File: src/design/rv_isa_pkg.sv
`default_nettype none

package rv_isa_pkg;

  localparam int xlen = 32;
  localparam int reg_addr_w = 5;

  // major opcodes
  localparam logic [6:0] op_reg    = 7'b0110011;
  localparam logic [6:0] op_imm    = 7'b0010011;
  localparam logic [6:0] op_load   = 7'b0000011;
  localparam logic [6:0] op_store  = 7'b0100011;
  localparam logic [6:0] op_lui    = 7'b0110111;
  localparam logic [6:0] op_branch = 7'b1100011;

  // alu funct3, shared by reg and imm forms
  localparam logic [2:0] f3_add_sub = 3'b000;
  localparam logic [2:0] f3_sll     = 3'b001;
  localparam logic [2:0] f3_slt     = 3'b010;
  localparam logic [2:0] f3_sltu    = 3'b011;
  localparam logic [2:0] f3_xor     = 3'b100;
  localparam logic [2:0] f3_srl_sra = 3'b101;
  localparam logic [2:0] f3_or      = 3'b110;
  localparam logic [2:0] f3_and     = 3'b111;

  localparam logic [2:0] f3_lw = 3'b010; // word only
  localparam logic [2:0] f3_sw = 3'b010;

  localparam logic [2:0] f3_beq  = 3'b000;
  localparam logic [2:0] f3_bne  = 3'b001;
  localparam logic [2:0] f3_blt  = 3'b100;
  localparam logic [2:0] f3_bge  = 3'b101;
  localparam logic [2:0] f3_bltu = 3'b110;
  localparam logic [2:0] f3_bgeu = 3'b111;

  localparam logic [6:0] funct7_base = 7'b0000000;
  localparam logic [6:0] funct7_alt  = 7'b0100000; // sub, sra

endpackage

`default_nettype wire

File: src/design/register_file.sv
`default_nettype none

module register_file (
  input  logic                              clk,
  input  logic                              rst,
  input  logic [rv_isa_pkg::reg_addr_w-1:0] rs1,
  input  logic [rv_isa_pkg::reg_addr_w-1:0] rs2,
  input  logic [rv_isa_pkg::reg_addr_w-1:0] rd,
  input  logic                              we,
  input  logic [rv_isa_pkg::xlen-1:0]       wd,
  output logic [rv_isa_pkg::xlen-1:0]       rs1_data,
  output logic [rv_isa_pkg::xlen-1:0]       rs2_data
);

  localparam int num_regs = 2 ** rv_isa_pkg::reg_addr_w;

  logic [rv_isa_pkg::xlen-1:0] regs [num_regs];

  always_ff @(posedge clk or posedge rst) begin
    if (rst) begin
      for (int i = 0; i < num_regs; i++) begin
        regs[i] <= '0;
      end
    end else if (we && rd != '0) begin // x0 stays zero
      regs[rd] <= wd;
    end
  end

  assign rs1_data = regs[rs1];
  assign rs2_data = regs[rs2];

endmodule

`default_nettype wire

File: config.mk
export PLATFORM = sky130hd
export DESIGN_NAME = register_file
export DESIGN_NICKNAME = d
export VERILOG_FILES = /design/src/design/rv_isa_pkg.sv /design/src/design/register_file.sv
export SDC_FILE = /design/constraint.sdc
export NUM_CORES = 2
export LEC_CHECK = 0
export BUFFER_PORTS_ARGS = -buffer_cell sky130_fd_sc_hd__buf_2
export CORE_AREA = 5 5 505 258
export CTS_CLUSTER_DIAMETER = 100
export DETAILED_ROUTE_END_ITERATION = 8
export DIE_AREA = 0 0 510 263
export GPL_ROUTABILITY_DRIVEN = 0
export PLACE_DENSITY_LB_ADDON = 0.12
export SLEW_MARGIN = 15
export SYNTH_ARGS = -nofsm -noshare
export SYNTH_HDL_FRONTEND = slang
export SYNTH_SLANG_ARGS = --single-unit
File: constraint.sdc
create_clock -name clk -period 87.4 [get_ports clk]
set_input_delay 21.85 -clock clk [delete_from_list [all_inputs] [get_ports clk]]
set_output_delay 21.85 -clock clk [all_outputs]
set_load 0.01 [all_outputs]
==> results.yml <==
power:
  power_frac_seq_pct: 47.7
  p_leak_nw: 28.3
  intPower_uw: 936
  cellPowerDensity_mw_per_mm2: 22.1
  pwr-share-comb_pct: 19.9
  power_mw: 1.33
  swShare_pct: 29.5
  switchingPower_uw: 392
  vdd_drop_max_mv: 0.0172
  clkPwrFrac_pct: 32.4
yosys:
  syn_area_mm2: 0.0559
  syn_area_per_cell_um2: 12.2
  synth-seq-cells: 1024
  synthesis.nets: 4652
  ys_seq_area_share_pct: 45.8
  synthCells: 4602
  synthDistinctLibCells: 29
  yosys_warnings: 0
drt:
  first_iter_violations: 3875
  via_per_inst: 6.19
  avgRoutedWirePerCell_um: 30.5
  wl_um: 188000
  vias: 38273
  detail_route.first_pass.iterations: 5
  antenna_left: 0
  drc: 0
worst_setup_path:
  critPathSlowestCell: "buf_4"
  crit_buf_inv: 5
  critPathKind: "in -> out"
  cp_max_fo: 71
  worstSetupEndpointType: "primary output"
  cp_data_arrival_time_ps: 26020
  worstSetupStartpointType: "input pin"
  cpPeakStageDelay_ps: 950
  cp_common_cell: "buf_4"
  path_delay_family: "buffers and inverters"
  worstPathRequired_ps: 65550
  crit_chain: "buf_8 -> buf_4 -> buf_4 -> buf_4 -> mux2i_1 -> a22oi_1 -> a31oi_1 -> nand3_1 -> buf_2"
cts:
  cts-hold-fix-buffers: 0
  cts-root-buf: "clkbuf_16"
  h-tree-depth: 3
  cts_tree: "built"
  numCtsBuffers: 96
  cts_setup_buffers: 0
  clk_latency_ps: 700
  cts_sinks: 1024
  ctsResizeCount: 0
  clk_path_buf_depth: 3
  path_clk_slew_ps: 60
finish:
  layout-drive-gt1-share_pct: 30.0
  reg.largest.list: "regs: 1024 flops"
  syn_to_final_growth_pct: 7.30
  largest_reg_flops: 1024
  fin_util_pct: 48.0
  fillers: 11320
  final_nets: 4467
  top_register: "regs"
job:
  drv_cap: 0
timing:
  min_period_ps: 47870
  slew_violations: 0
  setup_viol: 0
  fin_crit_sh_pct: 54.8
  rsz0062_at_grt: "no"
  final-hold-violation-count: 0
  slew_headroom_pct: 15.1
  max_slew.worst_pin.slew_ps: 1270
  skew_ps: 0
  setup_tns_ps: 0
  fmax_mhz: 20.9
floorplanning:
  boundaryPins: 114
  core.rowCount: 92
  dieArea_mm2: 0.134
  die_h_um: 263
  die_w_um: 510
  start_util_pct: 44.7
  core_mm2: 0.125
global_route:
  grtUsageTotal_pct: 27.6
  grt_max_degree: 159
  grt_first_pass_wirelength_um: 277000
  antenna_found_initial: 9
  overflow: 0
  first_global_vias: 38378
placement:
  dp_hpwl_um: 96400
  io_buffers: 113
run_status:
  status: "completed"
worst_hold_path:
  hold_class: "reg -> reg"
-- cell usage after synthesis --
master | number | area, µm²
a21oi_1 | 192 | 961
a22o_1 | 128 | 1120
a22oi_1 | 192 | 1440
a31oi_1 | 64 | 400
and2_1 | 2 | 12.5
and3_1 | 1 | 6.26
and3b_1 | 1 | 8.76
buf_1 | 21 | 78.8
buf_2 | 109 | 546
buf_4 | 69 | 518
buf_6 | 45 | 507
clkbuf_1 | 229 | 860
dfrtp_1 | 1024 | 25600
inv_1 | 1 | 3.75
mux2_1 | 38 | 428
mux2_2 | 954 | 10700
mux2i_1 | 1024 | 10200
nand2_1 | 210 | 788
nand2b_1 | 4 | 25.0
nand3_1 | 194 | 971
nand3b_1 | 4 | 30.0
nor2_1 | 3 | 11.3
nor2_4 | 16 | 180
nor2b_1 | 4 | 25.0
nor3_1 | 65 | 325
nor3b_1 | 1 | 7.51
nor3b_2 | 3 | 37.5
or2_2 | 3 | 18.8
or3b_4 | 1 | 11.3
-- placed cells by master (no fill, tap or decap), types with 5 or more instances in the layout --
cell	instances
a21oi_1	192
a22o_1	128
a22oi_1	192
a31oi_1	64
buf_12	6
buf_2	111
buf_4	71
bufinv_16	5
clkbuf_1	19
clkbuf_16	97
clkbuf_8	22
clkinv_2	23
dfrtp_1	1024
mux2_1	38
mux2_2	954
mux2i_1	1024
nand2_1	193
nand2_2	11
nand2_4	6
nand3_1	194
nor2_4	18
nor3_1	65
-- routing by layer --
metal	global-route usage (%)	share of wire [%]	up-vias
li1	-	-	16579
met1	42.0	49	20167
met2	40.9	43	1217
met3	4.75	5.7	308
met4	6.22	2.4	2
met5	0	0.0069	-
-- stage by stage --
stage | hold slack, ps | std cells | worst slack [ps] | cell area (µm²)
5_1_grt | 414 | 6181 | 39400 | 60000
2_1_floorplan | 449 | 4602 | 36730 | 55900
4_1_cts | 402 | 6179 | 39580 | 60000
3_3_place_gp | 385 | 6011 | 39620 | 56900
3_5_place_dp | 388 | 6011 | 39590 | 56900
6_report | 398 | 6182 | 39530 | 60000
-- final timing paths --
path	from	end	slack [ps]	cells after the start
setup / recovery	rs2[1]	rs2_data[26]	39530	9
hold / removal	regs[998]	regs[998]	400	0
setup reg to reg	regs[587]	regs[587]	86570	1
hold reg to reg	regs[998]	regs[998]	400	0
max in group asynchronous	rst	regs[27]	62250	6
min in group asynchronous	rst	regs[198]	21300	2
-- cell type report --
class / count / area (µm²) / area share [%]
clock buffers: 138 / 2800 / 4.67
inverters: 1 / 11.3 / 0.0188
well taps: 1692 / 2120 / 3.53
repair buffers: 190 / 1240 / 2.06
flip-flops and latches: 1024 / 25600 / 42.7
clock inverters: 30 / 280 / 0.467
diodes: 3 / 7.51 / 0.0125
multi-input cells: 3104 / 27900 / 46.6
-- power by group through the flow --
stage,Clock [mW],Combinational [mW],Sequential (mW)
after floorplan,0,0.206,0.621
after global placement,0,0.258,0.636
after detailed placement,0,0.263,0.638
after CTS,0.440,0.264,0.630
after global routing,0.459,0.289,0.645
final,0.431,0.264,0.633
-- cells by family after synthesis --
group / synth area share, %
AO/OA/AOI/OAI: 7.01
buffers and inverters: 4.49
flip-flops: 45.8
multiplexers: 38.3
AND/OR/NAND/NOR: 4.40
Note: power is estimated with default switching activity, not from simulation.
