## src/design/rv_isa_pkg.sv

```systemverilog
`default_nettype none

package rv_isa_pkg;

  localparam int xlen = 32;
  localparam int reg_addr_w = 5;

  // major opcodes
  localparam logic [6:0] op_reg    = 7'b0110011;
  localparam logic [6:0] op_imm    = 7'b0010011;
  localparam logic [6:0] op_load   = 7'b0000011;
  localparam logic [6:0] op_store  = 7'b0100011;
  localparam logic [6:0] op_lui    = 7'b0110111;
  localparam logic [6:0] op_branch = 7'b1100011;

  // alu funct3, shared by reg and imm forms
  localparam logic [2:0] f3_add_sub = 3'b000;
  localparam logic [2:0] f3_sll     = 3'b001;
  localparam logic [2:0] f3_slt     = 3'b010;
  localparam logic [2:0] f3_sltu    = 3'b011;
  localparam logic [2:0] f3_xor     = 3'b100;
  localparam logic [2:0] f3_srl_sra = 3'b101;
  localparam logic [2:0] f3_or      = 3'b110;
  localparam logic [2:0] f3_and     = 3'b111;

  localparam logic [2:0] f3_lw = 3'b010; // word only
  localparam logic [2:0] f3_sw = 3'b010;

  localparam logic [2:0] f3_beq  = 3'b000;
  localparam logic [2:0] f3_bne  = 3'b001;
  localparam logic [2:0] f3_blt  = 3'b100;
  localparam logic [2:0] f3_bge  = 3'b101;
  localparam logic [2:0] f3_bltu = 3'b110;
  localparam logic [2:0] f3_bgeu = 3'b111;

  localparam logic [6:0] funct7_base = 7'b0000000;
  localparam logic [6:0] funct7_alt  = 7'b0100000; // sub, sra

endpackage

`default_nettype wire

```

## src/design/pc_sequencer.sv

```systemverilog
`default_nettype none

module pc_sequencer (
  input  logic                        clk,
  input  logic                        rst,
  input  logic                        run,
  input  logic                        mem_access,
  input  logic                        illegal,
  input  logic                        branch_taken,
  input  logic [rv_isa_pkg::xlen-1:0] imm,
  output logic [rv_isa_pkg::xlen-1:0] pc,
  output logic                        mem_wait,
  output logic                        commit,
  output logic                        halted
);

  logic active;

  assign active = run & ~halted;
  // memory ops finish in their wait cycle
  assign commit = active & ~illegal & (~mem_access | mem_wait);

  always_ff @(posedge clk or posedge rst) begin
    if (rst) begin
      pc       <= '0;
      mem_wait <= 1'b0;
      halted   <= 1'b0;
    end else if (active) begin
      if (illegal) begin
        halted <= 1'b1; // sticky until reset
      end else if (commit) begin
        mem_wait <= 1'b0;
        if (branch_taken) begin
          pc <= pc + imm;
        end else begin
          pc <= pc + rv_isa_pkg::xlen'(4);
        end
      end else begin
        mem_wait <= 1'b1; // address cycle of lw/sw
      end
    end
  end

endmodule

`default_nettype wire

```

## config.mk

```make
export PLATFORM = sky130hd
export DESIGN_NAME = pc_sequencer
export DESIGN_NICKNAME = d
export VERILOG_FILES = /design/src/design/rv_isa_pkg.sv /design/src/design/pc_sequencer.sv
export SDC_FILE = /design/constraint.sdc
export NUM_CORES = 1
export LEC_CHECK = 0
export ABC_AREA = 1
export BUFFER_PORTS_ARGS = -buffer_cell sky130_fd_sc_hd__buf_2
export CAP_MARGIN = 20
export CELL_PAD_IN_SITES_DETAIL_PLACEMENT = 0
export CELL_PAD_IN_SITES_GLOBAL_PLACEMENT = 1
export CORE_ASPECT_RATIO = 0.7
export CORE_MARGIN = 1
export CORE_UTILIZATION = 43
export DETAILED_ROUTE_END_ITERATION = 10
export MAX_ROUTING_LAYER = met4
export PLACE_DENSITY = 0.9
export SYNTH_ARGS = -nofsm -noshare
export SYNTH_HDL_FRONTEND = slang
export SYNTH_SLANG_ARGS = --single-unit
```

## constraint.sdc

```tcl
create_clock -name clk -period 3.3 [get_ports clk]
set_clock_uncertainty 0.15 [all_clocks]
set_input_delay 0 -clock clk [delete_from_list [all_inputs] [get_ports clk]]
set_output_delay 0 -clock clk [all_outputs]
set_load 0.005 [all_outputs]
```

==> results of run 1 <==
[where the power goes]
group	leakage [nW]	switching (mW)	total [mW]	internal, mW
clock network	0.0729	0.193	0.492	0.299
logic	2.68	0.295	0.455	0.160
registers	0.382	0.0280	0.458	0.430
total	3.14	0.516	1.40	0.889
[per-layer routing]
metal  up-vias  wire [um]  global-route usage
met1      2549       8262              0.4654
met4         0        154             0.05586
li1       2728          -                   -
met5         -          0                   -
met2       245       6477              0.4369
met3        14       1936             0.07557
[what timing repair did]
item | in CTS | in global routing
hold buffers | 6 | 0
hold endpoints to repair | 38 | 0
setup buffers | 0 | 0
resized for setup | 0 | 0
[worst max-delay path, cell delays in order (launching register included)]
cell and delay [ns]:
dfrtp_1 0.39, ha_1 0.20, inv_1 0.06, fa_1 0.36, inv_1 0.13, nand3_1 0.08, nand3_1 0.16, nand2_1 0.07
nand2_1 0.10, nand2_1 0.06, nand2_1 0.16, nand2_1 0.10, nand3b_1 0.09, nand3_1 0.08, a21boi_1 0.15
[cells by family after synthesis]
group | after synthesis
adders and majority gates | 33
xor gates and xnor gates | 11
and+or+nand+nor | 465
buffers and inverters | 156
AOI/OAI and AO/OA | 104
DFF | 34
[placed cells by master (no fill, tap or decap), types with 5 or more instances in the layout]
master	synthesis	layout
buf_4	0	8
nor2_4	5	5
a21boi_1	10	10
nand2_1	297	297
a21oi_1	39	38
xor2_1	10	10
dlygate4sd3_1	0	6
nand3_1	65	65
inv_1	142	142
nand4_1	10	10
a31oi_1	6	6
clkbuf_16	0	5
nand3b_1	7	7
buf_2	5	72
nor3_1	17	17
nor2_1	46	46
o21ai_0	21	21
a22oi_1	10	10
dfrtp_1	34	34
ha_1	32	32
[metrics by stage]
step / total power [mW] / worst slack (ns) / cell area [um^2] / utilization
2_1_floorplan: 0.7513 / 1.279 / 4617 / -
3_3_place_gp: 0.8969 / 0.9297 / 5145 / 0.4949
3_5_place_dp: 0.9026 / 0.9078 / 5145 / 0.4949
4_1_cts: 1.401 / 0.8691 / 5356 / 0.5153
5_1_grt: 1.482 / 0.6568 / 5356 / 0.5153
6_report: 1.404 / 0.8618 / 5356 / 0.5153
[area by class of cell]
cell class,count,area [um^2]
fillers,1112,5039
multi-input cells,613,3168
inverters,144,540.5
well taps,132,165.2
repair buffers,86,480.5
clock inverters,2,12.51
clock buffers,6,138.9
flip-flops and latches,34,850.8
[registers in the layout, indices dropped and copies added, names as in the netlist]
name and count:
halted 1, mem_wait 1, pc 32
[final timing paths]
path | from | to | slack, ns | cells after the start
worst max-delay path | pc[0] | pc[22] | 0.86 | 14
worst min-delay path | imm[1] | pc[1] | 0.08 | 4
worst max register to register | pc[0] | pc[22] | 0.86 | 14
worst min register to register | halted | halted | 0.34 | 2
max in group asynchronous | rst | pc[25] | 2.46 | 4
min in group asynchronous | rst | halted | 0.20 | 4
==> out/summary.txt, run 1 <==
drt drc: 1
Hold Slack: 0.07815 ns
post-synthesis mux area share: 0
# setup viols final: 0
Slew Viols, Final: 0
GRT Total Usage: 0.3178
Net Count, Synth: 874
kind of start point of the critical path: flip-flop
Placed Cells incl. Taps: 1003
post-synthesis instance total: 803
number of routed nets with antenna violations: 0
largest area contributor in the netlist: nand2_1
Post-Layout Cell Count: 1017
Worst Path Required: 3.36 ns
num rows: 31
Final nets: 955
FFs w/ async S/R, synth: 1.000
Layout area overhead: 16.02%
initial antenna violation count: 0
clock sinks: 34
vias in the first global route: 4762
largest net degree at the start of global routing: 35
most numerous cell in the Yosys netlist: nand2_1
clock buffers created by TritonCTS: 5
clock buffer depth: 2
Tcrit/Tclk final: 0.7389
Die Ht: 88.70 um
Final TNS setup: 0 ns
Yosys warning count: 0
Horiz. Die Dim: 125.9 um
status: finished, violations left
fraction of the mapped netlist area in simple logic gates: 0.4382
Final Critical Period: 2.438 ns
EDFF count, synth: 0
Placer Congestion: 0.9854
Netlist cell types: 45
RSZ-0062 raised after global routing: no
DRT iter0 DRCs: 606
Peak VDD IR: 165.0 uV
Via density: 5.443
Skew-Pair Late Insertion Delay: 0.29 ns
Hold Crit Class: primary input to flip-flop
slew margin rel.: 0.3534
Clock H-tree levels: 2
power per cell area: 262.2 mW/mm^2
Final Hold Violating Endpoints: 0
CORE AREA: 0.01040 mm^2
ANT cells: 0
Worst Tran Pin Value: 0.9688 ns
Via Count: 5536
adder-cell share of the synthesized area: 0.09106
Pleak: 3.136 nW
Worst-path clk slew: 0.06 ns
kind of critical path: flip-flop to flip-flop
arrival time worst endpoint: 2.50 ns
total die area: 0.01116 mm^2
Congestion Overflow GR: 0
I/O Buffers: 72
xor and xnor area share after synthesis: 0.02087
# IOs: 73
Max Cap Viol: 0
Max Clk Rate: 410.1 MHz
syn avg cell area: 5.750 um^2
Synth top cells by count: 297 x nand2_1, 142 x inv_1, 65 x nand3_1, 46 x nor2_1, 39 x a21oi_1
top post-synthesis cells by area: nand2_1 24%, dfrtp_1 18%, inv_1 12%
largest family of logic cells by synthesized area: simple AND/OR/NAND/NOR gates
CTS tree: built
clk root buf: clkbuf_16
main flop type after synthesis: dfrtp_1
routed wire length: 16830 um
CP max FO: 4
global-route wire length before repair: 25800 um
drt pass-1 iters: 8
Yosys top cell area share: 0.2415
failing checks: design-rule violations
DR WL/cell: 16.55 um
Cell Area, Synth: 0.004617 mm^2
CP Capture Type: flip-flop
compound-gate portion of the synthesized area: 0.1352
synthesized flop and latch total: 34
Initial Utilization: 0.4442
ratio of cells with drive above 1 in the final layout: 0.1220
sequential fraction of the synthesis area: 0.1843
Detail Placement HPWL: 13770 um
No activity file was read; power rests on OpenSTA's default activity.
==> run 2: changes to the inputs <==
--- a/config.mk
+++ b/config.mk
@@ -12,10 +12,10 @@
 export CELL_PAD_IN_SITES_GLOBAL_PLACEMENT = 1
 export CORE_ASPECT_RATIO = 0.7
 export CORE_MARGIN = 1
-export CORE_UTILIZATION = 43
+export CORE_UTILIZATION = 36
 export DETAILED_ROUTE_END_ITERATION = 10
 export MAX_ROUTING_LAYER = met4
-export PLACE_DENSITY = 0.9
+export PLACE_DENSITY = 0.8
 export SYNTH_ARGS = -nofsm -noshare
 export SYNTH_HDL_FRONTEND = slang
 export SYNTH_SLANG_ARGS = --single-unit
==> constraint.sdc (replaced) <==
create_clock -name clk -period 2.1 [get_ports clk]
set_clock_uncertainty 0.15 [all_clocks]
set_input_delay 0 -clock clk [delete_from_list [all_inputs] [get_ports clk]]
set_output_delay 0 -clock clk [all_outputs]
set_load 0.005 [all_outputs]
==> run 2 against run 1 <==
  * The run ends with negative setup slack left
  * Highest routed layer unchanged
  * Via count rose by 6.2%
  * Combinational power rose by 140%
  * Largest power group is now combinational cells
  * Critical path depth fell by 4
  * Clock-buffer cell count rose by 1
==> out/summary.txt, run 2 (synthesis gave the netlist of run 1 again) <==
Horiz. Die Dim: 137.4 um
FILL cells: 1193
Peak VDD IR: 234.7 uV
RSZ-0062 raised after global routing: yes
drt pass-1 iters: 4
clock buffer depth: 2
drt drc: 0
commonest non-fill, non-tap cells in the layout: 246 x nand2_1, 137 x inv_1, 100 x buf_4
CTS tree: built
CP max FO: 5
kind of start point of the critical path: flip-flop
# setup viols final: 2
number of routed nets with antenna violations: 0
Max Clk Rate: 473.0 MHz
Pleak: 3.734 nW
Clock H-tree levels: 2
Tcrit/Tclk final: 1.007
internal power: 1.610 mW
GRT Total Usage: 0.2967
largest net degree at the start of global routing: 35
Via density: 5.151
status: finished, violations left
ANT cells: 0
Final nets: 1049
num rows: 34
max reg flops: 32
total die area: 0.01329 mm^2
DR WL/cell: 16.93 um
Initial Utilization: 0.3704
CORE AREA: 0.01246 mm^2
clock sinks: 34
most common cell after layout, fill and taps aside: nand2_1
Final Hold Violating Endpoints: 0
top flop regs: pc: 32 flops, halted: 1 flops, mem_wait: 1 flops
Sequential Power Share: 0.270
Switching Fraction: 0.3805
switching pwr: 0.9889 mW
failing checks: negative setup slack
post-layout power: 2.599 mW
initial antenna violation count: 0
Hold Crit Class: primary input to flip-flop
Worst Path Required: 2.18 ns
slew margin rel.: 0.6637
Via Count: 5877
Placer Congestion: 0.9503
CP Capture Type: flip-flop
power per cell area: 370.5 mW/mm^2
Die Ht: 96.75 um
Worst Tran Pin Value: 0.5044 ns
I/O Buffers: 72
routed wire length: 19320 um
DRT iter0 DRCs: 491
Congestion Overflow GR: 0
Skew-Pair Late Insertion Delay: 0.30 ns
Detail Placement HPWL: 14920 um
ratio of cells with drive above 1 in the final layout: 0.3759
clk root buf: clkbuf_16
Comb power frac: 0.416
vias in the first global route: 5351
global-route wire length before repair: 28790 um
Final Critical Period: 2.114 ns
clock buffers created by TritonCTS: 5
setup ws final: -0.01437 ns
Worst-path clk slew: 0.06 ns
# IOs: 73
Layout area overhead: 51.95%
clock share of power: 0.314
largest register by flop count: pc
Max Cap Viol: 0
kind of critical path: flip-flop to flip-flop
arrival time worst endpoint: 2.19 ns
Slew Viols, Final: 0
dpl ws: -0.1276 ns
Hold Slack: 0.04878 ns
[run 2: worst paths after layout]
path,from,end,slack [ns],cells after the start
setup reg to reg,pc[11],pc[27],-0.01,10
setup / recovery,pc[11],pc[27],-0.01,10
max in group asynchronous,rst,pc[11],1.20,4
min in group asynchronous,rst,halted,0.21,4
hold reg to reg,halted,halted,0.35,2
hold / removal,mem_access,pc[0],0.05,6
[run 2: layout make-up]
cell class                 instances  area, um^2  share of cell area
clock inverter                     1       5.005           0.0007134
tap                              162       202.7             0.02889
clock buffer                       7       142.6             0.02033
timing repair buffer             180        1192              0.1700
inverter                         144       540.5             0.07705
multi-input combinational        613        4074              0.5807
sequential                        34       858.3              0.1223
[run 2: metal layers]
layer  share of wire  up-vias  track usage  wire [um]
met4          0.0099        0      0.05833        191
met5               0        -            -          0
met2            0.39      250       0.3656       7507
met3            0.11       20      0.07390       2156
met1            0.49     2701       0.4684       9460
li1                -     2906            -          -
[run 2: what timing repair did]
action	in CTS	in global routing
setup buffers	0	8
endpoints found under the hold margin	38	0
gates resized for setup	33	165
hold buffers	7	0
pin swaps	9	54
endpoints found under the setup margin	15	25
[run 2: worst max-delay path, stage by stage, from the launching register on]
cell     delay [ns]
dfrtp_2        0.46
ha_4           0.29
nand2_2        0.11
nor2_4         0.15
buf_4          0.12
nand2_1        0.04
nor4_1         0.21
nand2_1        0.13
nand3_1        0.12
nand3_2        0.12
a21oi_2        0.15
[run 2: per-stage QoR]
step,area [um^2],std cells,TNS (ns),utilization
2_1_floorplan,4617,803,0,-
3_3_place_gp,5821,1118,-0.4036,0.4670
3_5_place_dp,5821,1118,-0.5788,0.4670
6_report,7015,1141,-0.02422,0.5628
5_1_grt,7015,1141,-0.9986,0.5628
4_1_cts,6193,1133,-0.009214,0.4969
[run 2: power by group through the flow]
stage / combinational, mW / sequential, mW / clock, mW
2_1_floorplan: 0.467 / 0.713 / 0
3_3_place_gp: 0.842 / 0.705 / 0
3_5_place_dp: 0.841 / 0.706 / 0
4_1_cts: 0.885 / 0.695 / 0.820
5_1_grt: 1.18 / 0.703 / 0.852
6_report: 1.08 / 0.702 / 0.815
