<file path="src/design/rv_isa_pkg.sv">
`default_nettype none

package rv_isa_pkg;

  localparam int xlen = 32;
  localparam int reg_addr_w = 5;

  // major opcodes
  localparam logic [6:0] op_reg    = 7'b0110011;
  localparam logic [6:0] op_imm    = 7'b0010011;
  localparam logic [6:0] op_load   = 7'b0000011;
  localparam logic [6:0] op_store  = 7'b0100011;
  localparam logic [6:0] op_lui    = 7'b0110111;
  localparam logic [6:0] op_branch = 7'b1100011;

  // alu funct3, shared by reg and imm forms
  localparam logic [2:0] f3_add_sub = 3'b000;
  localparam logic [2:0] f3_sll     = 3'b001;
  localparam logic [2:0] f3_slt     = 3'b010;
  localparam logic [2:0] f3_sltu    = 3'b011;
  localparam logic [2:0] f3_xor     = 3'b100;
  localparam logic [2:0] f3_srl_sra = 3'b101;
  localparam logic [2:0] f3_or      = 3'b110;
  localparam logic [2:0] f3_and     = 3'b111;

  localparam logic [2:0] f3_lw = 3'b010; // word only
  localparam logic [2:0] f3_sw = 3'b010;

  localparam logic [2:0] f3_beq  = 3'b000;
  localparam logic [2:0] f3_bne  = 3'b001;
  localparam logic [2:0] f3_blt  = 3'b100;
  localparam logic [2:0] f3_bge  = 3'b101;
  localparam logic [2:0] f3_bltu = 3'b110;
  localparam logic [2:0] f3_bgeu = 3'b111;

  localparam logic [6:0] funct7_base = 7'b0000000;
  localparam logic [6:0] funct7_alt  = 7'b0100000; // sub, sra

endpackage

`default_nettype wire

</file>
<file path="src/design/core_ctrl_pkg.sv">
`default_nettype none

package core_ctrl_pkg;

  typedef enum logic [3:0] {
    alu_add      = 4'd0,
    alu_sub      = 4'd1,
    alu_sll      = 4'd2,
    alu_srl      = 4'd3,
    alu_sra      = 4'd4,
    alu_and      = 4'd5,
    alu_or       = 4'd6,
    alu_xor      = 4'd7,
    alu_slt      = 4'd8,
    alu_sltu     = 4'd9,
    alu_pass_imm = 4'd10 // lui
  } alu_op_t;

  typedef enum logic [2:0] {
    br_none = 3'd0,
    br_eq   = 3'd1,
    br_ne   = 3'd2,
    br_lt   = 3'd3,
    br_ge   = 3'd4,
    br_ltu  = 3'd5,
    br_geu  = 3'd6
  } branch_t;

  typedef enum logic [1:0] {
    imm_i = 2'd0,
    imm_s = 2'd1,
    imm_b = 2'd2,
    imm_u = 2'd3
  } imm_fmt_t;

endpackage

`default_nettype wire

</file>
<file path="src/design/alu.sv">
`default_nettype none

module alu (
  input  logic [rv_isa_pkg::xlen-1:0] rs1_data,
  input  logic [rv_isa_pkg::xlen-1:0] rs2_data,
  input  logic [rv_isa_pkg::xlen-1:0] imm,
  input  logic                        use_imm,
  input  core_ctrl_pkg::alu_op_t      alu_op,
  input  core_ctrl_pkg::branch_t      branch,
  output logic [rv_isa_pkg::xlen-1:0] result,
  output logic                        branch_taken
);

  logic [rv_isa_pkg::xlen-1:0] op_b;
  logic [4:0]                  shamt;

  assign op_b  = use_imm ? imm : rs2_data;
  assign shamt = op_b[4:0];

  always_comb begin
    case (alu_op)
      core_ctrl_pkg::alu_add:      result = rs1_data + op_b;
      core_ctrl_pkg::alu_sub:      result = rs1_data - op_b;
      core_ctrl_pkg::alu_sll:      result = rs1_data << shamt;
      core_ctrl_pkg::alu_srl:      result = rs1_data >> shamt;
      core_ctrl_pkg::alu_sra:      result = $signed(rs1_data) >>> shamt;
      core_ctrl_pkg::alu_and:      result = rs1_data & op_b;
      core_ctrl_pkg::alu_or:       result = rs1_data | op_b;
      core_ctrl_pkg::alu_xor:      result = rs1_data ^ op_b;
      core_ctrl_pkg::alu_slt:      result = {{(rv_isa_pkg::xlen-1){1'b0}},
                                             $signed(rs1_data) < $signed(op_b)};
      core_ctrl_pkg::alu_sltu:     result = {{(rv_isa_pkg::xlen-1){1'b0}}, rs1_data < op_b};
      core_ctrl_pkg::alu_pass_imm: result = imm;
      default:                     result = '0;
    endcase
  end

  // compares straight on the register values, not on a subtract
  always_comb begin
    case (branch)
      core_ctrl_pkg::br_eq:  branch_taken = (rs1_data == rs2_data);
      core_ctrl_pkg::br_ne:  branch_taken = (rs1_data != rs2_data);
      core_ctrl_pkg::br_lt:  branch_taken = ($signed(rs1_data) < $signed(rs2_data));
      core_ctrl_pkg::br_ge:  branch_taken = ($signed(rs1_data) >= $signed(rs2_data));
      core_ctrl_pkg::br_ltu: branch_taken = (rs1_data < rs2_data);
      core_ctrl_pkg::br_geu: branch_taken = (rs1_data >= rs2_data);
      default:               branch_taken = 1'b0;
    endcase
  end

endmodule

`default_nettype wire

</file>
<file path="config.mk">
export PLATFORM = sky130hd
export DESIGN_NAME = alu
export DESIGN_NICKNAME = d
export VERILOG_FILES = /design/src/design/rv_isa_pkg.sv /design/src/design/core_ctrl_pkg.sv /design/src/design/alu.sv
export SDC_FILE = /design/constraint.sdc
export NUM_CORES = 1
export LEC_CHECK = 0
export BUFFER_PORTS_ARGS = -buffer_cell sky130_fd_sc_hd__buf_2
export CAP_MARGIN = 0
export CORE_MARGIN = 1
export CORE_UTILIZATION = 56
export DETAILED_ROUTE_END_ITERATION = 6
export GPL_TIMING_DRIVEN = 0
export MAX_ROUTING_LAYER = met4
export PLACE_DENSITY_LB_ADDON = 0.25
export SYNTH_ARGS = -nofsm -noshare
export SYNTH_HDL_FRONTEND = slang
export SYNTH_SLANG_ARGS = --single-unit
</file>
<file path="constraint.sdc">
create_clock -name vclk -period 6.8
set_clock_uncertainty 0.05 [all_clocks]
set_input_delay 0.68 -clock vclk [all_inputs]
set_output_delay 0.68 -clock vclk [all_outputs]
set_load 0.01 [all_outputs]
</file>
==> results of run 1 <==
## worst max-delay path, delay by kind of cell
family / cells / cell delay (ps)
buffers and inverters: 7 / 2050
AOI/OAI and AO/OA: 6 / 1920
muxes: 2 / 960
adders and majority gates: 1 / 350
## through the flow
step                      area (µm²)  setup WS (ps)  hold WS [ps]  instances  util (%)
final                          10900           82.7          1630       1929      63.0
after CTS                      10900           87.5          1620       1923      62.9
after global routing           10900            113          1660       1928      63.0
after detailed placement       10900           97.6          1620       1923      62.9
after global placement         10900           27.0          1620       1923      62.9
after floorplan                 9920           1820          1410       1563         -
## cells in the final DEF, fill, tap and decap left out, drive strengths merged, types with 4 or more instances in the layout
cell     Yosys  routed
a2111oi      7       7
a211o        5       5
a211oi      15      15
a21o        21      21
a21oi      151     151
a221o        8       8
a221oi      26      26
a311oi       6       6
a31o         5       5
a31oi       17      17
a32oi        4       4
and2         4       4
buf         56     191
clkbuf      48      48
diode        0       6
ha         129     129
inv        133     133
mux2        10      10
mux2i      103     103
nand2      174     174
nand2b      14      14
nand3       37      37
nand4       17      17
nor2       157     157
nor2b       15      15
nor3        26      26
nor4        15      15
o2111ai      6       6
o211ai      38      38
o21a        33      33
o21ai      145     145
o21bai       8       8
o221ai      11      11
o22ai       25      25
o311ai       6       6
o31a         4       4
o31ai       13      13
or2          4       4
xnor2       22      22
## area by class of cell
cell class	instances	area (µm²)	area share (%)
Multi-Input combinational cell	1326	8950	82.1
Timing Repair Buffer	135	676	6.20
Inverter	133	502	4.60
Buffer	104	474	4.35
Tap cell	225	282	2.58
Antenna cell	6	15.0	0.138
## final timing paths
check	slack, ps	startpoint	endpoint
worst max-delay path	80	use_imm	result[29]
worst min-delay path	1630	branch[0]	branch_taken
## Yosys cell counts, drive strengths merged (6+ instances only)
cell	n
nand2	174
nand2b	14
nor2	157
buf	56
a221oi	26
nor4	15
a221o	8
o311ai	6
o211ai	38
a311oi	6
a31oi	17
o21bai	8
a2111oi	7
inv	133
a211oi	15
o21a	33
nand4	17
o221ai	11
clkbuf	48
nor2b	15
o31ai	13
nor3	26
a21oi	151
o2111ai	6
xnor2	22
mux2	10
ha	129
mux2i	103
o22ai	25
o21ai	145
nand3	37
a21o	21
## metal layers
layer  GRT usage (%)  up-vias  wire, µm
li1                -     6011         -
met1            72.8     6460     19000
met2            84.8     1576     21800
met3            30.5      490     10400
met4            42.2        0      5290
met5               -        -         0
## logic make-up (layout without fill, tap and decap cells)
| kind of cell | Yosys count | after routing | share of synthesized area [%] |
|---|---|---|---|
| compound gates | 576 | 576 | 37.5 |
| simple gates | 481 | 481 | 21.7 |
| buf+inv | 237 | 372 | 9.83 |
| fa+ha+maj | 131 | 131 | 16.7 |
| mux | 115 | 115 | 12.2 |
| xor+xnor | 23 | 23 | 2.03 |
| other cells | 0 | 6 | 0 |
==> results.tsv, run 1 <==
stage	metric	value	unit
routing	starting DRC count in detailed routing	2541	
cts	setup bufs post-CTS	0	
timing	headroom to the max-slew limit	-9.06	%
cts	Resized cells post-CTS	0	
routing	TritonRoute pass-1 iters	7	
routing	Vias	14500	
status	failing checks	design-rule violations, max-capacitance violations, max-slew violations	
timing	Tmin final	6720	ps
run	# Max-Cap Violations	1	
global_route	initial antenna violation count	4	
die	initial core utilization	57.3	%
global_route	total gr overflow	0	
routing	DR vias/cell	7.54	
critical_path	CP most frequent cell	buf_2	
global_route	gr usage total	63.0	%
critical_path	CP startpoint kind	primary input	
global_route	global-route wire length before repair	82100	µm
synthesis	cell count after synthesis	1563	
critical_path	crit path DAT	5990	ps
placed_design	Port-buffer cells	135	
timing	Tightest Pin Transition	1620	ps
synthesis	Mapped Nets	1798	
synthesis	Yosys warning count	0	
routing	Total Wirelength	56500	µm
timing	final hold viol count	0	
finish	clock buffers	0	
synthesis	post-synth top area cell	ha_1	
synthesis	post-synthesis area per instance	6.35	µm²
finish	Sequential Area	0	µm²
critical_path	Worst path slowest cell	mux2i_2	
routing	Residual DRC	59	
die	Die ar.	18200	µm²
timing	Final setup violation count	0	
finish	FF+latch count	0	
routing	Routed wire per std cell	29.3	µm
die	IO Pins	137	
cts	Hold-fix buffers, CTS	0	
die	Placeable Area	17300	µm²
critical_path	CP max stage delay	590	ps
die	Die Ht	135	µm
worst_hold_path	WHS Path Cells	3	
synthesis	sequential area share after synthesis	0	%
timing	RSZ-0062 raised after global routing	false	
timing	max-slew violations	10	
synthesis	top cells by area, synth	ha_1, mux2i_1, a21oi_1	
timing	period utilization	98.8	%
worst_hold_path	Hold Path Class	in -> out	
die	FP Rows	48	
placed_design	DP HPWL	44000	µm
placed_design	Routability Congestion	1.20	
critical_path	Worst setup EP type	output port	
status	status	finished, violations left	
die	Die W	135	µm
critical_path	crit-path max FO	11	
timing	setup TNS	0	ps
timing	fmax	0.149	GHz
critical_path	CP Data Required Time	6070	ps
finish	Final #Nets	1935	
routing	remaining antenna violation count	0	
synthesis	synthesized cell area	9920	µm²
finish	share of cells above drive strength 1	13.0	%
global_route	largest net degree at the start of global routing	13	
synthesis	Yosys top cell area share	16.3	%
synthesis	Synth cell types	83	
global_route	vias in the first global route	13400	
finish	Syn-to-layout area delta	9.89	%
finish	Fillers	1723	
critical_path	crit path cell chain	buf_6 -> mux2i_2 -> clkbuf_1 -> clkbuf_2 -> buf_1 -> ha_1 -> buf_2 -> inv_1 -> o2111ai_1 -> a31oi_1 -> a22o_1 -> o211ai_1 -> a311oi_1 -> mux2_2 -> a221o_1 -> buf_2	
critical_path	critical path type	in -> out	
==> run 2: changes to the inputs <==
- BUFFER_PORTS_ARGS: -buffer_cell sky130_fd_sc_hd__buf_2 -> not set
- DONT_BUFFER_PORTS: not set -> 1
==> run 2 against run 1 <==
The run ends with design-rule violations, negative setup slack left. Sequential share of layout area did not move. Cell area is 6.3% lower. Setup slack worse by 180 ps. Non-clock buffer count shrank 135. Fmax is 2.5% lower. Utilization shrank 3.9 points. Routed wire length is 2.1% lower. Sequential cell count unchanged. Count of clock-buffer cells in the layout unchanged. Highest routed layer unchanged.
==> results.tsv, run 2 (synthesis gave the netlist of run 1 again) <==
stage	metric	value	unit	change
status	status	finished, violations left		
status	failing checks	design-rule violations, negative setup slack		
worst_hold_path	WHS Path Cells	1		-2
global_route	grt met1 use	70.4	%	-2.5 points
worst_hold_path	Hold Crit Start	branch[0]		
routing	TritonRoute pass-1 iters	7		unchanged
finish	Syn-to-layout area delta	3.00	%	
global_route	initial antenna violation count	3		-1
routing	Routed wire per std cell	30.9	µm	+5.4%
timing	period utilization	101	%	+2.6 points
timing	setup TNS	-185	ps	-185 ps
finish	Final #Nets	1800		-7.0%
routing	Vias	13700		-6.1%
timing	worst setup margin	-93.0	ps	-176 ps
die	Placeable Area	17300	µm²	unchanged
timing	max-slew violations	0		-10
global_route	total gr overflow	0		unchanged
global_route	global-route wire length before repair	79300	µm	-3.4%
cts	Hold-fix buffers, CTS	0		unchanged
placed_design	Port-buffer cells	0		-100%
global_route	GRT met2 Usage	81.8	%	-3.0 points
cts	setup bufs post-CTS	0		unchanged
placed_design	Routability Congestion	1.18		-1.5%
timing	fmax	0.145	GHz	-2.5%
finish	share of cells above drive strength 1	5.37	%	-7.6 points
timing	final hold viol count	0		unchanged
critical_path	Worst setup EP type	output port		
die	Die ar.	18200	µm²	unchanged
finish	FF+latch count	0		unchanged
timing	Tmin final	6890	ps	+176 ps
timing	headroom to the max-slew limit	6.32	%	+15 points
finish	commonest non-fill, non-tap cell in the layout	nand2_1		
routing	Residual DRC	2		-97%
placed_design	dpl ws	130	ps	+31.9 ps
cts	Resized cells post-CTS	0		unchanged
critical_path	crit path DAT	6160	ps	+170 ps
routing	starting DRC count in detailed routing	2299		-9.5%
critical_path	critical path type	in -> out		
global_route	gr usage total	61.2	%	-1.8 points
finish	most frequent cells in the layout	nand2_1, nor2_1, a21oi_1, o21ai_0		
routing	Total Wirelength	55300	µm	-2.1%
critical_path	CP Data Required Time	6070	ps	about the same
finish	Sequential Area	0	µm²	unchanged
finish	clock buffers	0		unchanged
die	FP Rows	48		unchanged
worst_hold_path	Hold Crit Endpoint	branch_taken		
global_route	largest net degree at the start of global routing	13		unchanged
critical_path	CP startpoint kind	primary input		
placed_design	DP HPWL	43500	µm	-1.1%
timing	Tightest Pin Transition	1390	ps	-230 ps
global_route	vias in the first global route	12400		-7.4%
die	IO Pins	137		unchanged
worst_hold_path	Hold Path Class	in -> out		
die	Die Ht	135	µm	unchanged
run	# Max-Cap Violations	0		-1
critical_path	crit-path max FO	11		unchanged
die	initial core utilization	57.3	%	unchanged
timing	RSZ-0062 raised after global routing	false		
routing	remaining antenna violation count	0		unchanged
routing	DR vias/cell	7.62		+1.2%
global_route	gr busiest metal	met2		
timing	Final setup violation count	2		+2
global_route	met3 GRT Util	29.8	%	-0.68 points
die	Die W	135	µm	unchanged
[run 2: cell types whose count changed in the layout (fill, tap and decap cells not counted), sizes merged]
cell | before | now
diode | 6 | 3
buf | 191 | 56
[run 2: layout make-up]
type | instances | area (µm²)
Multi-Input combinational cell | 1326 | 8950
Inverter | 133 | 502
Tap cell | 225 | 282
Antenna cell | 3 | 7.51
Fill cell | 1794 | 7080
Buffer | 104 | 473
[run 2: per-layer routing]
| layer | vias up | part of all wire [%] |
|---|---|---|
| li1 | 5730 | - |
| met1 | 6109 | 34 |
| met2 | 1383 | 38 |
| met3 | 433 | 18 |
| met4 | 0 | 9.9 |
| met5 | - | 0 |
[run 2: how the worst max path moves through the flow]
stage / from / end / slack [ps] / cells past startpoint
2_1_floorplan: use_imm / result[29] / 1820 / 15
4_1_cts: use_imm / result[29] / 110 / 15
3_3_place_gp: use_imm / result[29] / 80 / 15
5_1_grt: use_imm / result[19] / 2 / 16
3_5_place_dp: use_imm / result[29] / 130 / 15
6_report: use_imm / result[19] / -90 / 16
[run 2: per-stage QoR]
stage | area [µm²] | util (%) | hold WS, ps | std cells
finish | 10200 | 59.1 | 1430 | 1791
CTS | 10200 | 59.0 | 1420 | 1788
floorplan | 9920 | - | 1410 | 1563
global route | 10200 | 59.1 | 1430 | 1791
detailed placement | 10200 | 59.0 | 1420 | 1788
global placement | 10200 | 59.0 | 1420 | 1788
[run 2: worst max-delay path, cell delays in order]
cell and delay, ps:
buf_6 110, mux2i_2 620, clkbuf_1 650, clkbuf_1 560
buf_1 520, ha_1 340, buf_2 180, inv_1 90
o2111ai_1 200, a31oi_1 590, a211oi_1 210, o21ai_0 430
a21oi_1 180, a21oi_1 220, xnor2_1 150, a221o_1 410
