<file path="config.mk">
export PLATFORM = sky130hd
export DESIGN_NAME = inst_decoder
export DESIGN_NICKNAME = d
export VERILOG_FILES = /design/src/design/rv_isa_pkg.sv /design/src/design/core_ctrl_pkg.sv /design/src/design/inst_decoder.sv
export SDC_FILE = /design/constraint.sdc
export NUM_CORES = 1
export LEC_CHECK = 0
export BUFFER_PORTS_ARGS = -buffer_cell sky130_fd_sc_hd__buf_2
export CORE_UTILIZATION = 35
export DETAILED_ROUTE_END_ITERATION = 6
export PLACE_DENSITY = 0.92
export SYNTH_ARGS = -nofsm -noshare
export SYNTH_HDL_FRONTEND = slang
export SYNTH_SLANG_ARGS = --single-unit
</file>
<file path="constraint.sdc">
create_clock -name vclk -period 2.85
set_input_delay 0.57 -clock vclk [all_inputs]
set_output_delay 0.57 -clock vclk [all_outputs]
set_load 0.03 [all_outputs]
</file>
<file path="src/design/rv_isa_pkg.sv">
`default_nettype none

package rv_isa_pkg;

  localparam int xlen = 32;
  localparam int reg_addr_w = 5;

  // major opcodes
  localparam logic [6:0] op_reg    = 7'b0110011;
  localparam logic [6:0] op_imm    = 7'b0010011;
  localparam logic [6:0] op_load   = 7'b0000011;
  localparam logic [6:0] op_store  = 7'b0100011;
  localparam logic [6:0] op_lui    = 7'b0110111;
  localparam logic [6:0] op_branch = 7'b1100011;

  // alu funct3, shared by reg and imm forms
  localparam logic [2:0] f3_add_sub = 3'b000;
  localparam logic [2:0] f3_sll     = 3'b001;
  localparam logic [2:0] f3_slt     = 3'b010;
  localparam logic [2:0] f3_sltu    = 3'b011;
  localparam logic [2:0] f3_xor     = 3'b100;
  localparam logic [2:0] f3_srl_sra = 3'b101;
  localparam logic [2:0] f3_or      = 3'b110;
  localparam logic [2:0] f3_and     = 3'b111;

  localparam logic [2:0] f3_lw = 3'b010; // word only
  localparam logic [2:0] f3_sw = 3'b010;

  localparam logic [2:0] f3_beq  = 3'b000;
  localparam logic [2:0] f3_bne  = 3'b001;
  localparam logic [2:0] f3_blt  = 3'b100;
  localparam logic [2:0] f3_bge  = 3'b101;
  localparam logic [2:0] f3_bltu = 3'b110;
  localparam logic [2:0] f3_bgeu = 3'b111;

  localparam logic [6:0] funct7_base = 7'b0000000;
  localparam logic [6:0] funct7_alt  = 7'b0100000; // sub, sra

endpackage

`default_nettype wire

</file>
<file path="src/design/core_ctrl_pkg.sv">
`default_nettype none

package core_ctrl_pkg;

  typedef enum logic [3:0] {
    alu_add      = 4'd0,
    alu_sub      = 4'd1,
    alu_sll      = 4'd2,
    alu_srl      = 4'd3,
    alu_sra      = 4'd4,
    alu_and      = 4'd5,
    alu_or       = 4'd6,
    alu_xor      = 4'd7,
    alu_slt      = 4'd8,
    alu_sltu     = 4'd9,
    alu_pass_imm = 4'd10 // lui
  } alu_op_t;

  typedef enum logic [2:0] {
    br_none = 3'd0,
    br_eq   = 3'd1,
    br_ne   = 3'd2,
    br_lt   = 3'd3,
    br_ge   = 3'd4,
    br_ltu  = 3'd5,
    br_geu  = 3'd6
  } branch_t;

  typedef enum logic [1:0] {
    imm_i = 2'd0,
    imm_s = 2'd1,
    imm_b = 2'd2,
    imm_u = 2'd3
  } imm_fmt_t;

endpackage

`default_nettype wire

</file>
<file path="src/design/inst_decoder.sv">
`default_nettype none

module inst_decoder (
  input  logic [rv_isa_pkg::xlen-1:0]       inst,
  output logic [rv_isa_pkg::reg_addr_w-1:0] rs1,
  output logic [rv_isa_pkg::reg_addr_w-1:0] rs2,
  output logic [rv_isa_pkg::reg_addr_w-1:0] rd,
  output logic [rv_isa_pkg::xlen-1:0]       imm,
  output core_ctrl_pkg::alu_op_t            alu_op,
  output core_ctrl_pkg::branch_t            branch,
  output logic                              use_imm,
  output logic                              reg_write,
  output logic                              mem_read,
  output logic                              mem_write,
  output logic                              illegal
);

  logic [6:0] opcode;
  logic [2:0] funct3;
  logic [6:0] funct7;
  core_ctrl_pkg::imm_fmt_t imm_fmt;

  assign opcode = inst[6:0];
  assign funct3 = inst[14:12];
  assign funct7 = inst[31:25];
  assign rs1    = inst[19:15];
  assign rs2    = inst[24:20];
  assign rd     = inst[11:7];

  always_comb begin
    alu_op    = core_ctrl_pkg::alu_add;
    branch    = core_ctrl_pkg::br_none;
    imm_fmt   = core_ctrl_pkg::imm_i;
    use_imm   = 1'b0;
    reg_write = 1'b0;
    mem_read  = 1'b0;
    mem_write = 1'b0;
    illegal   = 1'b0;
    case (opcode)
      rv_isa_pkg::op_reg, rv_isa_pkg::op_imm: begin
        reg_write = 1'b1;
        use_imm   = (opcode == rv_isa_pkg::op_imm);
        case (funct3)
          rv_isa_pkg::f3_add_sub: begin
            if (opcode == rv_isa_pkg::op_reg && funct7 == rv_isa_pkg::funct7_alt) begin
              alu_op = core_ctrl_pkg::alu_sub;
            end else begin
              alu_op = core_ctrl_pkg::alu_add;
            end
          end
          rv_isa_pkg::f3_sll:  alu_op = core_ctrl_pkg::alu_sll;
          rv_isa_pkg::f3_slt:  alu_op = core_ctrl_pkg::alu_slt;
          rv_isa_pkg::f3_sltu: alu_op = core_ctrl_pkg::alu_sltu;
          rv_isa_pkg::f3_xor:  alu_op = core_ctrl_pkg::alu_xor;
          rv_isa_pkg::f3_srl_sra: begin
            if (funct7 == rv_isa_pkg::funct7_alt) begin
              alu_op = core_ctrl_pkg::alu_sra;
            end else begin
              alu_op = core_ctrl_pkg::alu_srl;
            end
          end
          rv_isa_pkg::f3_or:   alu_op = core_ctrl_pkg::alu_or;
          default:             alu_op = core_ctrl_pkg::alu_and;
        endcase
        // funct7 is only a real field for R-type and the imm shifts
        if (opcode == rv_isa_pkg::op_reg || funct3 == rv_isa_pkg::f3_sll ||
            funct3 == rv_isa_pkg::f3_srl_sra) begin
          if (funct7 == rv_isa_pkg::funct7_alt) begin
            illegal = !(funct3 == rv_isa_pkg::f3_srl_sra ||
                        (opcode == rv_isa_pkg::op_reg && funct3 == rv_isa_pkg::f3_add_sub));
          end else if (funct7 != rv_isa_pkg::funct7_base) begin
            illegal = 1'b1;
          end
        end
      end
      rv_isa_pkg::op_load: begin
        use_imm   = 1'b1;
        reg_write = 1'b1;
        mem_read  = 1'b1;
        illegal   = (funct3 != rv_isa_pkg::f3_lw);
      end
      rv_isa_pkg::op_store: begin
        imm_fmt   = core_ctrl_pkg::imm_s;
        use_imm   = 1'b1;
        mem_write = 1'b1;
        illegal   = (funct3 != rv_isa_pkg::f3_sw);
      end
      rv_isa_pkg::op_lui: begin
        imm_fmt   = core_ctrl_pkg::imm_u;
        alu_op    = core_ctrl_pkg::alu_pass_imm;
        use_imm   = 1'b1;
        reg_write = 1'b1;
      end
      rv_isa_pkg::op_branch: begin
        imm_fmt = core_ctrl_pkg::imm_b;
        case (funct3)
          rv_isa_pkg::f3_beq:  branch = core_ctrl_pkg::br_eq;
          rv_isa_pkg::f3_bne:  branch = core_ctrl_pkg::br_ne;
          rv_isa_pkg::f3_blt:  branch = core_ctrl_pkg::br_lt;
          rv_isa_pkg::f3_bge:  branch = core_ctrl_pkg::br_ge;
          rv_isa_pkg::f3_bltu: branch = core_ctrl_pkg::br_ltu;
          rv_isa_pkg::f3_bgeu: branch = core_ctrl_pkg::br_geu;
          default:             illegal = 1'b1;
        endcase
      end
      default: illegal = 1'b1; // includes the all-zero halt word
    endcase
    if (illegal) begin
      branch    = core_ctrl_pkg::br_none;
      reg_write = 1'b0;
      mem_read  = 1'b0;
      mem_write = 1'b0;
    end
  end

  always_comb begin
    case (imm_fmt)
      core_ctrl_pkg::imm_s: imm = {{(rv_isa_pkg::xlen-12){inst[31]}}, inst[31:25], inst[11:7]};
      core_ctrl_pkg::imm_b: imm = {{(rv_isa_pkg::xlen-12){inst[31]}}, inst[7], inst[30:25],
                                   inst[11:8], 1'b0};
      core_ctrl_pkg::imm_u: imm = {inst[31:12], 12'b0};
      default:              imm = {{(rv_isa_pkg::xlen-12){inst[31]}}, inst[31:20]};
    endcase
  end

endmodule

`default_nettype wire

</file>
==> impl_metrics.json, run 1 <==
{
  "yosys.area.top_type": "a21o_1",
  "netlist_top_cells_count": "a21o_1, buf_4, nor2_1, nor2b_1, clkbuf_1",
  "gr-total-overflow": 0,
  "arrival_ns": 2.15,
  "synth_area_sq_um": 759,
  "drc": 0,
  "die_area_sq_mm": 0.00236,
  "finalHoldWorstSlack_ns": 1.41,
  "gp_congestion": 0.891,
  "synth_top_area_share_pct": 17.8,
  "seq_area_sq_um": 0,
  "yosysMostFrequentCell": "a21o_1",
  "avgSynthCellArea_sq_um": 6.90,
  "holdPathStages": 2,
  "drive_gt1_share_pct": 58.7,
  "num_vias": 1065,
  "area.growth.synth_to_final_pct": 47.8,
  "pre_cts_ws_ns": 0.0839,
  "outcome": "completed",
  "grt_pass1_wl_microns": 4040,
  "grt_pass1_vias": 966,
  "synth_cell_types": 41,
  "grt_antenna_before_repair": 0,
  "worstSetupStartpointType": "primary input",
  "p_clk_share_pct": 0,
  "place_area_sq_mm": 0.00112,
  "n_antenna_cell": 0,
  "drt_pass1_iterations": 4,
  "power_leakage_uw": 0.000691,
  "layout_min_cycle_time_ns": 2.72,
  "final_area_sq_mm": 0.00112,
  "postSynthNetCount": 142,
  "slew_headroom_pct": 65.7,
  "hold_path_class": "primary input to output pin",
  "yosys_warnings": 0,
  "core_sq_mm": 0.00200,
  "port_buffers": 91,
  "fmax_ghz": 0.368,
  "clkbuf_count": 0,
  "ys_seq_area_share_pct": 0,
  "netlist_top_cells_area": "a21o_1, buf_4, nor2b_1",
  "critPathKind": "primary input to output pin",
  "drt-total-wl_microns": 2460,
  "power_density_mw_per_mm2": 183,
  "setup_tns_ns": 0,
  "nets": 213,
  "crit_fanout": 29,
  "crit_path_end_kind": "output pin",
  "rsz0062_at_grt": "false",
  "initial_utilization_pct": 37.9,
  "n_sequential_cell": 0,
  "total_power_uw": 205,
  "comb_power_share_pct": 100.0,
  "rows": 16,
  "min_to": "rs1[3]",
  "vias_per_cell": 5.17,
  "drv_cap": 0,
  "slew_violations": 0,
  "post-route-period-util_pct": 95.4,
  "p_sw_share_pct": 66.8,
  "fin_ws_ns": 0.130,
  "internal-power_uw": 68.2,
  "syn_inst": 110,
  "drt.antenna.violating_nets": 0,
  "wl_per_cell_microns": 12.0,
  "drt_iter0_markers": 23,
  "ir_drop_uv": 123,
  "hp-start": "inst[18]",
  "cp.required_ns": 2.28,
  "final-setup-viol-count": 0,
  "track_usage_pct": 20.0,
  "tightest_slew_ns": 0.512,
  "switchingPower_uw": 137,
  "die_height_microns": 48.6,
  "pin_count": 91,
  "dieWidth_microns": 48.6,
  "place_hpwl_microns": 1980,
  "seqPwrFrac_pct": 0,
  "grt_start_max_net_pins": 30,
  "hold_violations": 0
}
==> worst max path at each step <==
stage	start	endpoint	slack, ns
3_3_place_gp	inst[4]	imm[21]	0.17
3_5_place_dp	inst[3]	imm[19]	0.08
4_1_cts	inst[3]	imm[19]	0.07
6_report	inst[3]	imm[0]	0.13
5_1_grt	inst[3]	imm[0]	0.01
2_1_floorplan	inst[3]	mem_write	0.05
==> per-stage QoR <==
step                utilization, %  instances
detailed placement            55.8        206
global placement              55.8        206
global route                  56.1        206
floorplan                        -        110
finish                        56.1        206
CTS                           55.8        206
==> layout by cell type, fill, tap and decap left out, types with 2 or more instances in the layout <==
master	synthesis	layout
a211o_1	2	2
a21o_1	18	18
a21oi_1	3	3
a22o_1	3	3
buf_2	3	91
buf_4	17	2
inv_1	3	3
nand2_1	3	3
nand2b_1	3	3
nor2_1	7	7
nor2b_1	6	5
nor2b_2	1	2
nor3_1	4	4
o21ai_0	3	3
o21bai_1	2	2
xnor2_1	2	2
==> cell type report <==
type | count | area [sq um]
fill | 201 | 880
inverter | 4 | 15.0
multi-input combinational | 81 | 592
tap | 27 | 33.8
timing repair buffer | 94 | 482
==> repair_timing <==
item	in CTS	in global routing
hold buffers	0	0
gates resized for setup	0	2
buffers inserted	0	0
endpoints found under the setup margin	0	9
==> cells by family (layout without fill, tap and decap cells) <==
group | Yosys count | count (layout) | share of synthesized area [%]
and+or+nand+nor | 39 | 39 | 34.4
buffers and inverters | 29 | 98 | 23.2
xor gates and xnor gates | 2 | 2 | 2.31
AOI/OAI and AO/OA | 38 | 38 | 37.2
muxes | 2 | 2 | 2.80
==> metal layers <==
metal	global-route usage, %	share of wire [%]
met2	39.7	51
met5	0	0
met1	24.3	40
met3	1.26	8.4
met4	0.980	0.53
==> worst max-delay path, stage by stage <==
cell,delay [ns]
buf_2,0.10
nand3b_2,0.26
nor4_2,0.40
buf_6,0.29
nor2_1,0.13
a32o_1,0.22
buf_2,0.17
==> power groups by stage <==
stage	Clock, uW	Combinational [uW]	Sequential (uW)
global route	0	219	0
global placement	0	202	0
floorplan	0	149	0
CTS	0	205	0
finish	0	205	0
detailed placement	0	205	0
Power figures use the tool's default switching activity.
==> run 2, diff against run 1 <==
--- a/config.mk
+++ b/config.mk
@@ -5,10 +5,10 @@
 export SDC_FILE = /design/constraint.sdc
 export NUM_CORES = 1
 export LEC_CHECK = 0
-export BUFFER_PORTS_ARGS = -buffer_cell sky130_fd_sc_hd__buf_2
-export CORE_UTILIZATION = 35
+export CORE_UTILIZATION = 45
 export DETAILED_ROUTE_END_ITERATION = 6
-export PLACE_DENSITY = 0.92
+export DONT_BUFFER_PORTS = 1
+export PLACE_DENSITY = 0.67
 export SYNTH_ARGS = -nofsm -noshare
 export SYNTH_HDL_FRONTEND = slang
 export SYNTH_SLANG_ARGS = --single-unit
==> run 2 against run 1 <==
- critical path depth fell by 3
- global-route usage fell by 1.2 points
- highest routed layer is now met3
- first-iteration DRC count fell by 43%
- design area fell by 36%
- maximum frequency rose by 6.3%
- core utilization fell by 9.2 points
- final cell count fell by 45%
- clock-buffer cell count did not move
- die area fell by 21%
==> impl_metrics.json, run 2 (synthesis gave the netlist of run 1 again) <==
{
  "outcome": "completed",
  "vias_per_cell": 6.67,
  "wl_per_cell_microns": 17.3,
  "postCtsSetupRepairBufs": 0,
  "seqPwrFrac_pct": 0,
  "drc": 0,
  "internal-power_uw": 30.6,
  "clkbuf_count": 0,
  "track_usage_pct": 18.8,
  "crit_path_end_kind": "output pin",
  "wl_met2_microns": 949,
  "dieWidth_microns": 43.1,
  "drt.antenna.violating_nets": 0,
  "tightest_slew_ns": 0.646,
  "cp.required_ns": 2.28,
  "cts_resized": 0,
  "wl_met3_microns": 172,
  "layout_min_cycle_time_ns": 2.56,
  "num_vias": 760,
  "seq_area_sq_um": 0,
  "highest_layer": "met3",
  "comb_power_share_pct": 100.0,
  "fmax_ghz": 0.391,
  "place_area_sq_um": 722,
  "hold_buffers": 0,
  "post-route-period-util_pct": 89.8,
  "power_density_mw_per_mm2": 153,
  "met1Wirelength_microns": 853,
  "power_leakage_uw": 0.000369,
  "area.growth.synth_to_final_pct": -4.94,
  "rsz0062_at_grt": "false",
  "p_sw_share_pct": 72.3,
  "critPathKind": "primary input to output pin",
  "slew_violations": 0,
  "arrival_ns": 1.99,
  "final_area_sq_um": 722,
  "gp_congestion": 0.816,
  "grt_antenna_before_repair": 0,
  "setup_tns_ns": 0,
  "port_buffers": 0,
  "n_antenna_cell": 0,
  "hp-start": "inst[8]",
  "finish.utilization_pct": 46.8,
  "slew_headroom_pct": 56.9,
  "nets": 132,
  "place_hpwl_microns": 1570,
  "switchingPower_uw": 79.8,
  "core_sq_mm": 0.00154,
  "drt-total-wl_microns": 1980,
  "final_common_cell": "a21o_1",
  "drt_iter0_markers": 13,
  "n_sequential_cell": 0,
  "worstSetupStartpointType": "primary input",
  "pin_count": 91,
  "die_area_sq_mm": 0.00186,
  "grt_pass1_wl_microns": 2860,
  "pre_cts_ws_ns": 0.289,
  "holdPathStages": 0,
  "grt_pass1_vias": 636,
  "gr-total-overflow": 0,
  "drt_pass1_iterations": 4,
  "die_height_microns": 43.1,
  "grt_start_max_net_pins": 20,
  "crit_fanout": 4,
  "min_to": "rd[1]",
  "p_clk_share_pct": 0,
  "drv_cap": 0,
  "layout_common_cells": "a21o_1, buf_4, nor2_1",
  "fin_ws_ns": 0.292,
  "final-setup-viol-count": 0,
  "hold_violations": 0,
  "drive_gt1_share_pct": 23.5,
  "rows": 14,
  "initial_utilization_pct": 49.3,
  "hold_path_class": "primary input to output pin",
  "ir_drop_uv": 96.4
}
-- run 2: metal layers --
layer / global-route usage, % / vias up
met2: 32.8 / 53
li1: - / 358
met3: 1.70 / 0
met4: 0.606 / 0
met1: 26.1 / 349
met5: 0 / -
-- run 2: per-stage QoR --
step	instances	total power, uW	hold slack, ns
after floorplan	110	149	1.27
after global placement	114	110	1.14
after detailed placement	114	111	1.14
after CTS	114	111	1.14
after global routing	114	116	1.14
final	114	110	1.14
-- run 2: worst max path at each step --
stage / slack [ns] / depth (start not counted) / end / from
finish: 0.29 / 4 / illegal / inst[26]
global route: 0.21 / 4 / illegal / inst[26]
CTS: 0.29 / 4 / illegal / inst[26]
detailed placement: 0.29 / 4 / illegal / inst[26]
global placement: 0.31 / 4 / illegal / inst[26]
floorplan: 0.05 / 3 / mem_write / inst[3]
-- run 2: final cells by class --
type                            count  area, sq um
Fill cell                         165          820
Multi-Input combinational cell     81          589
Timing Repair Buffer               13         97.6
Tap cell                           16         20.0
Inverter                            4         15.0
-- run 2: worst max-delay path, stage by stage --
cell     delay (ns)
or4_4          0.54
nor4b_4        0.33
nand3_2        0.15
a211o_1        0.40
-- run 2: power by group through the flow --
stage          clock (uW)  sequential, uW  combinational, uW
4_1_cts                 0               0                111
5_1_grt                 0               0                116
3_3_place_gp            0               0                110
2_1_floorplan           0               0                149
6_report                0               0                110
3_5_place_dp            0               0                111
